===== src/include/pipe_ctrl_consts.svh =====
// pipeline control constants: widths, stage indices, CP0 bit positions, reset values, vectors
`ifndef pipe_ctrl_consts_svh
`define pipe_ctrl_consts_svh

// widths
`define stage_w 5
`define addr_w 32
`define word_w 32
`define exc_w 5
`define sel_w 2

// stage indices, IF is the oldest fetch slot and WB the last
`define stage_if 0
`define stage_id 1
`define stage_ex 2
`define stage_mem 3
`define stage_wb 4

// Status and Cause bit positions
`define status_bev 22
`define status_erl 2
`define status_exl 1
`define cause_iv 23

// reset values, core comes up in bootstrap mode with ERL set
`define status_reset 32'h0040_0004
`define cause_reset 32'h0000_0000
`define epc_reset 32'h0000_0000
`define error_epc_reset 32'h0000_0000

// exception vectors
`define normal_base 32'h8000_0000
`define normal_gen_exc 32'h8000_0180
`define normal_sp_intr 32'h8000_0200
`define boot_base 32'hbfc0_0200
`define boot_gen_exc 32'hbfc0_0380
`define boot_sp_intr 32'hbfc0_0400

`endif


===== src/logic/pipe_ctrl_pkg.sv =====
// pipeline control types shared by the control blocks and the top level
`include "pipe_ctrl_consts.svh"

package pipe_ctrl_pkg;

    // one bit per stage, bit 0 is IF and bit 4 is WB
    typedef logic [`stage_w-1:0] stage_vec_t;

    // instruction address
    typedef logic [`addr_w-1:0] addr_t;

    // CP0 register word
    typedef logic [`word_w-1:0] word_t;

    // exception type as signalled by the MEM stage
    typedef enum logic [`exc_w-1:0] {
        none,
        intr,
        tlb_refill,
        tlb_invalid,
        tlb_modified,
        reserved_instr,
        overflow,
        trap,
        syscall,
        breakpoint,
        address_error,
        coproc_unusable,
        eret
    } exc_type_t;

    // target of a software CP0 write
    typedef enum logic [`sel_w-1:0] {
        status,
        cause,
        epc,
        error_epc
    } cp0_sel_t;

endpackage


===== src/logic/cp0_view_if.sv =====
// CP0 exception view, register block to exception decoder
`timescale 1ns/10ps

interface cp0_view_if
    import pipe_ctrl_pkg::*;
();

    // Status and Cause bits that steer vector selection
    logic bev;
    logic exl;
    logic erl;
    logic iv;

    // return addresses for ERET
    addr_t epc;
    addr_t error_epc;

    // register block drives the view
    modport source (output bev, exl, erl, iv, epc, error_epc);

    // decoder only reads it
    modport sink (input bev, exl, erl, iv, epc, error_epc);

endinterface


===== src/logic/exc_decode.sv =====
// exception decoder: picks the redirect address for the signalled exception
`timescale 1ns/10ps
`include "pipe_ctrl_consts.svh"

module exc_decode
    import pipe_ctrl_pkg::*;
(
    input  logic      exc_flag,
    input  exc_type_t exc_type,
    cp0_view_if.sink  view,
    output addr_t     flush_pc
);

    always_comb begin
        // no redirect unless an exception is flagged
        flush_pc = '0;
        if (exc_flag) begin
            case (exc_type)
                // interrupts, IV moves them to the special vector
                intr: begin
                    case ({view.bev, view.iv})
                        2'b00: flush_pc = `normal_gen_exc;
                        2'b01: flush_pc = `normal_sp_intr;
                        2'b10: flush_pc = `boot_gen_exc;
                        default: flush_pc = `boot_sp_intr;
                    endcase
                end

                // refill inside a handler falls back to the general vector
                tlb_refill: begin
                    case ({view.bev, view.exl})
                        2'b00: flush_pc = `normal_base;
                        2'b01: flush_pc = `normal_gen_exc;
                        2'b10: flush_pc = `boot_base;
                        default: flush_pc = `boot_gen_exc;
                    endcase
                end

                // everything else goes to the general vector
                tlb_invalid,
                tlb_modified,
                reserved_instr,
                overflow,
                trap,
                syscall,
                breakpoint,
                address_error,
                coproc_unusable: begin
                    flush_pc = view.bev ? `boot_gen_exc : `normal_gen_exc;
                end

                // return from error level first, then from exception level
                eret: begin
                    flush_pc = view.erl ? view.error_epc : view.epc;
                end

                default: begin
                    flush_pc = '0;
                end
            endcase
        end
    end

endmodule


===== src/logic/stall_chain.sv =====
// stall chain: turns stage stall requests into stall and bubble flush vectors
`timescale 1ns/10ps
`include "pipe_ctrl_consts.svh"

module stall_chain
    import pipe_ctrl_pkg::*;
(
    input  logic       exc_flag,
    input  stage_vec_t streq,
    input  logic       ex_null,
    input  logic       mem_null,
    output stage_vec_t stall,
    output stage_vec_t flush
);

    // per-stage stalls, resolved from WB backward
    logic stall_if;
    logic stall_id;
    logic stall_ex;
    logic stall_mem;
    logic stall_wb;

    stage_vec_t stall_c;
    stage_vec_t flush_c;

    assign stall_wb  = streq[`stage_wb];
    assign stall_mem = streq[`stage_mem] | stall_wb;
    // an empty slot downstream absorbs the stall, so it does not back up
    assign stall_ex  = streq[`stage_ex] | streq[`stage_if] | (stall_mem & ~mem_null);
    assign stall_id  = streq[`stage_id] | streq[`stage_if] | (stall_ex & ~ex_null);
    // fetch holds whenever decode holds
    assign stall_if  = stall_id;

    always_comb begin
        stall_c = '0;
        stall_c[`stage_if]  = stall_if;
        stall_c[`stage_id]  = stall_id;
        stall_c[`stage_ex]  = stall_ex;
        stall_c[`stage_mem] = stall_mem;
        stall_c[`stage_wb]  = stall_wb;

        // bubble where the stage ahead holds but this one moves on
        flush_c = '0;
        flush_c[`stage_ex]  = stall_id & ~stall_ex;
        flush_c[`stage_mem] = stall_ex & ~stall_mem;
        flush_c[`stage_wb]  = stall_mem & ~stall_wb;
    end

    // exception overrides, whole pipe is flushed and nothing holds
    assign stall = exc_flag ? '0 : stall_c;
    assign flush = exc_flag ? '1 : flush_c;

endmodule


===== src/logic/cp0_exc_regs.sv =====
// CP0 exception state: Status, Cause, EPC and ErrorEPC with exception, ERET and write update
`timescale 1ns/10ps
`include "pipe_ctrl_consts.svh"

module cp0_exc_regs
    import pipe_ctrl_pkg::*;
(
    input  logic       clk,
    input  logic       arst_n,
    input  logic       exc_flag,
    input  exc_type_t  exc_type,
    input  addr_t      exc_pc,
    input  logic       cp0_we,
    input  cp0_sel_t   cp0_sel,
    input  word_t      cp0_wdata,
    cp0_view_if.source view,
    output word_t      status_out,
    output word_t      epc_out
);

    // architectural registers
    word_t status_q;
    word_t cause_q;
    word_t epc_q;
    word_t error_epc_q;

    always_ff @(posedge clk or negedge arst_n) begin
        if (!arst_n) begin
            status_q    <= `status_reset;
            cause_q     <= `cause_reset;
            epc_q       <= `epc_reset;
            error_epc_q <= `error_epc_reset;
        end else if (exc_flag) begin
            // exception has priority, a same-cycle write is dropped
            if (exc_type == eret) begin
                // leave error level first if both are set
                if (status_q[`status_erl]) begin
                    status_q[`status_erl] <= 1'b0;
                end else begin
                    status_q[`status_exl] <= 1'b0;
                end
            end else if (exc_type != none) begin
                // nested exception keeps the first return address
                if (!status_q[`status_exl]) begin
                    epc_q <= exc_pc;
                end
                status_q[`status_exl] <= 1'b1;
            end
        end else if (cp0_we) begin
            // software write, full word to the selected register
            case (cp0_sel)
                status: begin
                    status_q <= cp0_wdata;
                end
                cause: begin
                    cause_q <= cp0_wdata;
                end
                epc: begin
                    epc_q <= cp0_wdata;
                end
                default: begin
                    error_epc_q <= cp0_wdata;
                end
            endcase
        end
    end

    // decoded bits for the vector decoder
    assign view.bev       = status_q[`status_bev];
    assign view.exl       = status_q[`status_exl];
    assign view.erl       = status_q[`status_erl];
    assign view.iv        = cause_q[`cause_iv];
    assign view.epc       = epc_q;
    assign view.error_epc = error_epc_q;

    // observation ports
    assign status_out = status_q;
    assign epc_out    = epc_q;

endmodule


===== src/logic/pipe_ctrl_top.sv =====
// pipeline control top: stall chain, exception decoder and CP0 exception state
`timescale 1ns/10ps

module pipe_ctrl_top
    import pipe_ctrl_pkg::*;
(
    input  logic       clk,
    input  logic       arst_n,

    // stall requests and empty-slot flags
    input  stage_vec_t streq,
    input  logic       ex_null,
    input  logic       mem_null,

    // exception from MEM
    input  logic       exc_flag,
    input  exc_type_t  exc_type,
    input  addr_t      exc_pc,

    // software CP0 write
    input  logic       cp0_we,
    input  cp0_sel_t   cp0_sel,
    input  word_t      cp0_wdata,

    // pipeline control
    output stage_vec_t stall,
    output stage_vec_t flush,
    output addr_t      flush_pc,

    // CP0 observation
    output word_t      status_out,
    output word_t      epc_out
);

    // CP0 bits seen by the decoder
    cp0_view_if u_view ();

    cp0_exc_regs u_cp0_exc_regs (
        .clk        (clk),
        .arst_n     (arst_n),
        .exc_flag   (exc_flag),
        .exc_type   (exc_type),
        .exc_pc     (exc_pc),
        .cp0_we     (cp0_we),
        .cp0_sel    (cp0_sel),
        .cp0_wdata  (cp0_wdata),
        .view       (u_view.source),
        .status_out (status_out),
        .epc_out    (epc_out)
    );

    // redirect address from current CP0 state, same cycle
    exc_decode u_exc_decode (
        .exc_flag (exc_flag),
        .exc_type (exc_type),
        .view     (u_view.sink),
        .flush_pc (flush_pc)
    );

    stall_chain u_stall_chain (
        .exc_flag (exc_flag),
        .streq    (streq),
        .ex_null  (ex_null),
        .mem_null (mem_null),
        .stall    (stall),
        .flush    (flush)
    );

endmodule


===== config.mk =====
export PLATFORM = sky130hd
export DESIGN_NAME = pipe_ctrl_top
export DESIGN_NICKNAME = d
export VERILOG_FILES = /design/src/logic/pipe_ctrl_pkg.sv /design/src/logic/cp0_view_if.sv /design/src/logic/exc_decode.sv /design/src/logic/stall_chain.sv /design/src/logic/cp0_exc_regs.sv /design/src/logic/pipe_ctrl_top.sv
export VERILOG_INCLUDE_DIRS = /design/src /design/src/include
export SDC_FILE = /design/constraint.sdc
export NUM_CORES = 1
export LEC_CHECK = 0
export ABC_AREA = 1
export ABC_CLOCK_PERIOD_IN_PS = 2000
export BUFFER_PORTS_ARGS = -buffer_cell sky130_fd_sc_hd__buf_2
export CAP_MARGIN = 15
export CORE_ASPECT_RATIO = 0.9
export CORE_MARGIN = 10
export CORE_UTILIZATION = 45
export CTS_CLUSTER_SIZE = 16
export DETAILED_ROUTE_END_ITERATION = 16
export PLACE_DENSITY_LB_ADDON = 0.2
export SETUP_SLACK_MARGIN = 0.05
export SYNTH_ARGS = -nofsm -noshare
export SYNTH_HDL_FRONTEND = slang
export SYNTH_SLANG_ARGS = --single-unit

===== constraint.sdc =====
create_clock -name clk -period 2 [get_ports clk]
set_clock_uncertainty 0.2 [all_clocks]
set_input_delay 0.4 -clock clk [delete_from_list [all_inputs] [get_ports clk]]
set_output_delay 0.4 -clock clk [all_outputs]
set_load 0.03 [all_outputs]

==> reports/results.tsv <==
stage	metric	value	unit
outcome	status	finished, violations left	
outcome	failed_checks	negative setup slack	
cells_and_area	drive_above_1_share	38.78	%
worst_setup_path	reg2reg_slack	510	ps
logic_synthesis	yosys_warnings	0	
timing	slew_headroom	72.75	%
floorplan	start_util	46.56	%
global_routing	grt_remaining_overflow	0	
drt	firstDrtPassIters	5	
logic_synthesis	syn-cell-area	0.005117	sq mm
worst_setup_path	crit_required	1400	ps
worst_setup_path	critPathLaunchType	flop	
logic_synthesis	syn_area_per_cell	7.269	sq um
cts	clock_tree.root_cell	clkbuf_16	
floorplan	fp.dieArea	0.01604	sq mm
global_routing	antenna_found_initial	0	
worst_setup_path	ff2ff_path_depth	6	
drt	detail-route-antenna-nets	0	
floorplan	rows	36	
logic_synthesis	ys_async_sr_fraction	100.0	%
timing	period_needed	2398	ps
worst_setup_path	crit_slowest_cell	dfstp_2	
power_and_ir_drop	finalPower	6754	uW
worst_setup_path	slowest_delay	580	ps
logic_synthesis	ys.flop_type	dfrtp_1	
worst_setup_path	endpoint_kind	output port	
logic_synthesis	synth_edf_count	0	
drt	drc_errors	0	
power_and_ir_drop	powerDensity	879.4	mW/mm^2
floorplan	core_region_area	0.01099	sq mm
global_routing	track_usage	22.06	%
drt	vias	5431	
worst_setup_path	cpMostUsedCell	nor2_4	
cts	htreeDepth	3	
power_and_ir_drop	vdd_drop_max	758.9	uV
cells_and_area	diodes	0	
cells_and_area	utilization	69.88	%
cts	cts_buffers	9	
worst_setup_path	cp_max_fo	8	
timing	tightestPinTransition	408.8	ps
worst_hold_path	whs_path_depth	3	
timing	setup_violations	33	
drt	avgViaCountPerCell	5.076	
cells_and_area	fillers	949	
logic_synthesis	synthesis.instances	704	
timing	hold_viol_final	0	
timing	hold_ws	136.7	ps
floorplan	die_w	132.4	microns
cts	clockBufferDepth	2	
worst_hold_path	min_path_type	primary input to flop	
timing	setup_ws	-397.9	ps
drt	post_drt_wl_per_cell	16.75	microns
placement	detailedPlace.worstSlack	-193.8	ps
drt	wirelength	17920	microns
placement	routabilityCongestion	0.9163	
cts	clock-sinks	97	
worst_setup_path	timing.setup.critical_path_class	flop to output port	
timing	maxClockFrequency	417.0	MHz
logic_synthesis	synth_seq_cells	97	
global_routing	grt_pass1_vias	5661	
floorplan	chipHeight	121.2	microns
timing	finalCritPeriodShare	119.9	%
logic_synthesis	synth_nets	789	
logic_synthesis	yosysSeqAreaShare	47.48	%
placement	dp_hpwl	12750	microns
cts	clock_latency	340	ps
floorplan	ios	188	
placement	portBuffers	187	
cells_and_area	final_nets	998	
flow_run	cap_viol_max_count	0	
logic_synthesis	synth_cell_types	26	
power_and_ir_drop	power_leakage	0.004132	uW
cells_and_area	area_delta_synth_final	50.07	%
worst_setup_path	crit_chain	ha_2 > or2_4 > nand3_2 > nand2_8 > nor2_4 > nor2_4 > buf_6	
worst_setup_path	critPathArrivalTime	1800	ps
global_routing	grt_max_degree	47	
drt	drt_iter0_drc	422	
timing	drv_slew	0	
cts	path_clk_slew	70	ps
global_routing	grt_pass1_wl	28930	microns
cts	cts_tree	yes	
timing	rsz0062_at_grt	yes	
critical path: cells and delay by family, from the launching register on:
kind / cells / cell delay (ps)
adder cells (fa/ha/maj): 1 / 190
flip-flops: 1 / 580
buffers and inverters: 1 / 140
AND/OR/NAND/NOR: 5 / 550
cell usage in the layout, fill, tap and decap left out, types with 2 or more instances in the layout:
cell | synthesis | final
nand3_4 | 1 | 2
clkinv_4 | 0 | 2
nand2_2 | 0 | 14
buf_6 | 3 | 40
buf_2 | 20 | 150
nand2_4 | 1 | 19
a21oi_4 | 0 | 21
ha_2 | 0 | 2
o21ai_1 | 5 | 6
buf_8 | 0 | 2
a21oi_1 | 25 | 3
buf_4 | 8 | 41
nor2_1 | 41 | 21
o21ai_0 | 92 | 91
inv_2 | 1 | 3
buf_12 | 0 | 12
nand3_1 | 51 | 49
nor2_4 | 2 | 8
nor2_2 | 2 | 16
clkbuf_16 | 0 | 9
nand4_1 | 3 | 3
inv_1 | 48 | 45
dfrtp_1 | 95 | 95
dfstp_2 | 2 | 2
nand3_2 | 2 | 3
nand2_1 | 277 | 244
logic make-up after synthesis:
group | count (synthesis) | share of synthesized area [%]
AO/OA/AOI/OAI | 124 | 12.20
adder cells (fa/ha/maj) | 3 | 0.7336
AND/OR/NAND/NOR | 383 | 30.95
flip-flops | 97 | 47.48
buffers and inverters | 97 | 8.631
stage by stage:
stage | instance area [sq um] | std cells | TNS (ps)
floorplan | 5398 | 704 | -439.8
global placement | 6709 | 1041 | -1586
detailed placement | 6709 | 1041 | -2097
CTS | 7599 | 1070 | -9397
global route | 7680 | 1070 | -11990
finish | 7680 | 1070 | -9725
per-layer routing:
layer	up-vias	global-route usage (%)	part of all wire (%)
li1	2638	-	-
met2	201	37.72	49
met3	16	7.616	8.4
met1	2576	26.45	41
met4	0	4.602	1.2
met5	-	0	0
registers in the layout, indices dropped and copies added, names as in the netlist:
register / count
u_cp0_exc_regs.epc_out: 32
u_cp0_exc_regs.status_out: 32
u_cp0_exc_regs.view.error_epc: 32
u_cp0_exc_regs.cause_q: 1
synth_stat cells (3+ instances only):
cell / n / area share [%]
nand4_1: 3 / 0.37
ha_1: 3 / 0.73
nor2_1: 41 / 3.0
buf_6: 3 / 0.66
clkbuf_1: 15 / 1.1
inv_1: 48 / 3.5
dfrtp_1: 95 / 46
nand3_1: 51 / 5.0
a21oi_1: 25 / 2.4
nand2_1: 277 / 20
o21ai_1: 5 / 0.49
o21ai_0: 92 / 9.0
buf_4: 8 / 1.2
buf_2: 20 / 2.0
where the power goes:
group,total [uW],leakage [uW],switching (uW),internal (uW)
combinational,2360,0.00277,1520,834
sequential,2610,0.00121,288,2320
clock,1790,0.000152,771,1020
repair_timing:
action                     CTS  global route
setup endpoints to repair   33            35
gates cloned                 4             0
hold endpoints to repair    28             0
hold buffers                 1             0
setup buffers                9             5
pin swaps                    6             8
gates resized for setup    132            40
path summary, 6_finish.rpt:
path                                                from                                end
setup / recovery           u_cp0_exc_regs.status_out[22]                       flush_pc[23]
hold / removal                             cp0_wdata[20]  u_cp0_exc_regs.view.error_epc[20]
setup reg to reg            u_cp0_exc_regs.status_out[1]         u_cp0_exc_regs.epc_out[28]
hold reg to reg            u_cp0_exc_regs.status_out[25]      u_cp0_exc_regs.status_out[25]
max in group asynchronous                         arst_n       u_cp0_exc_regs.status_out[2]
min in group asynchronous                         arst_n      u_cp0_exc_regs.status_out[15]
cell type report:
type	count	area, sq um	area share (%)
Inverter	49	186.4	2.428
Clock buffer	11	242.7	3.161
Clock inverter	5	63.81	0.8309
Sequential cell	97	2430	31.64
Timing Repair Buffer	246	1789	23.30
Multi-Input combinational cell	510	2778	36.17
Tap cell	152	190.2	2.476
(Power assumes the default switching activity.)
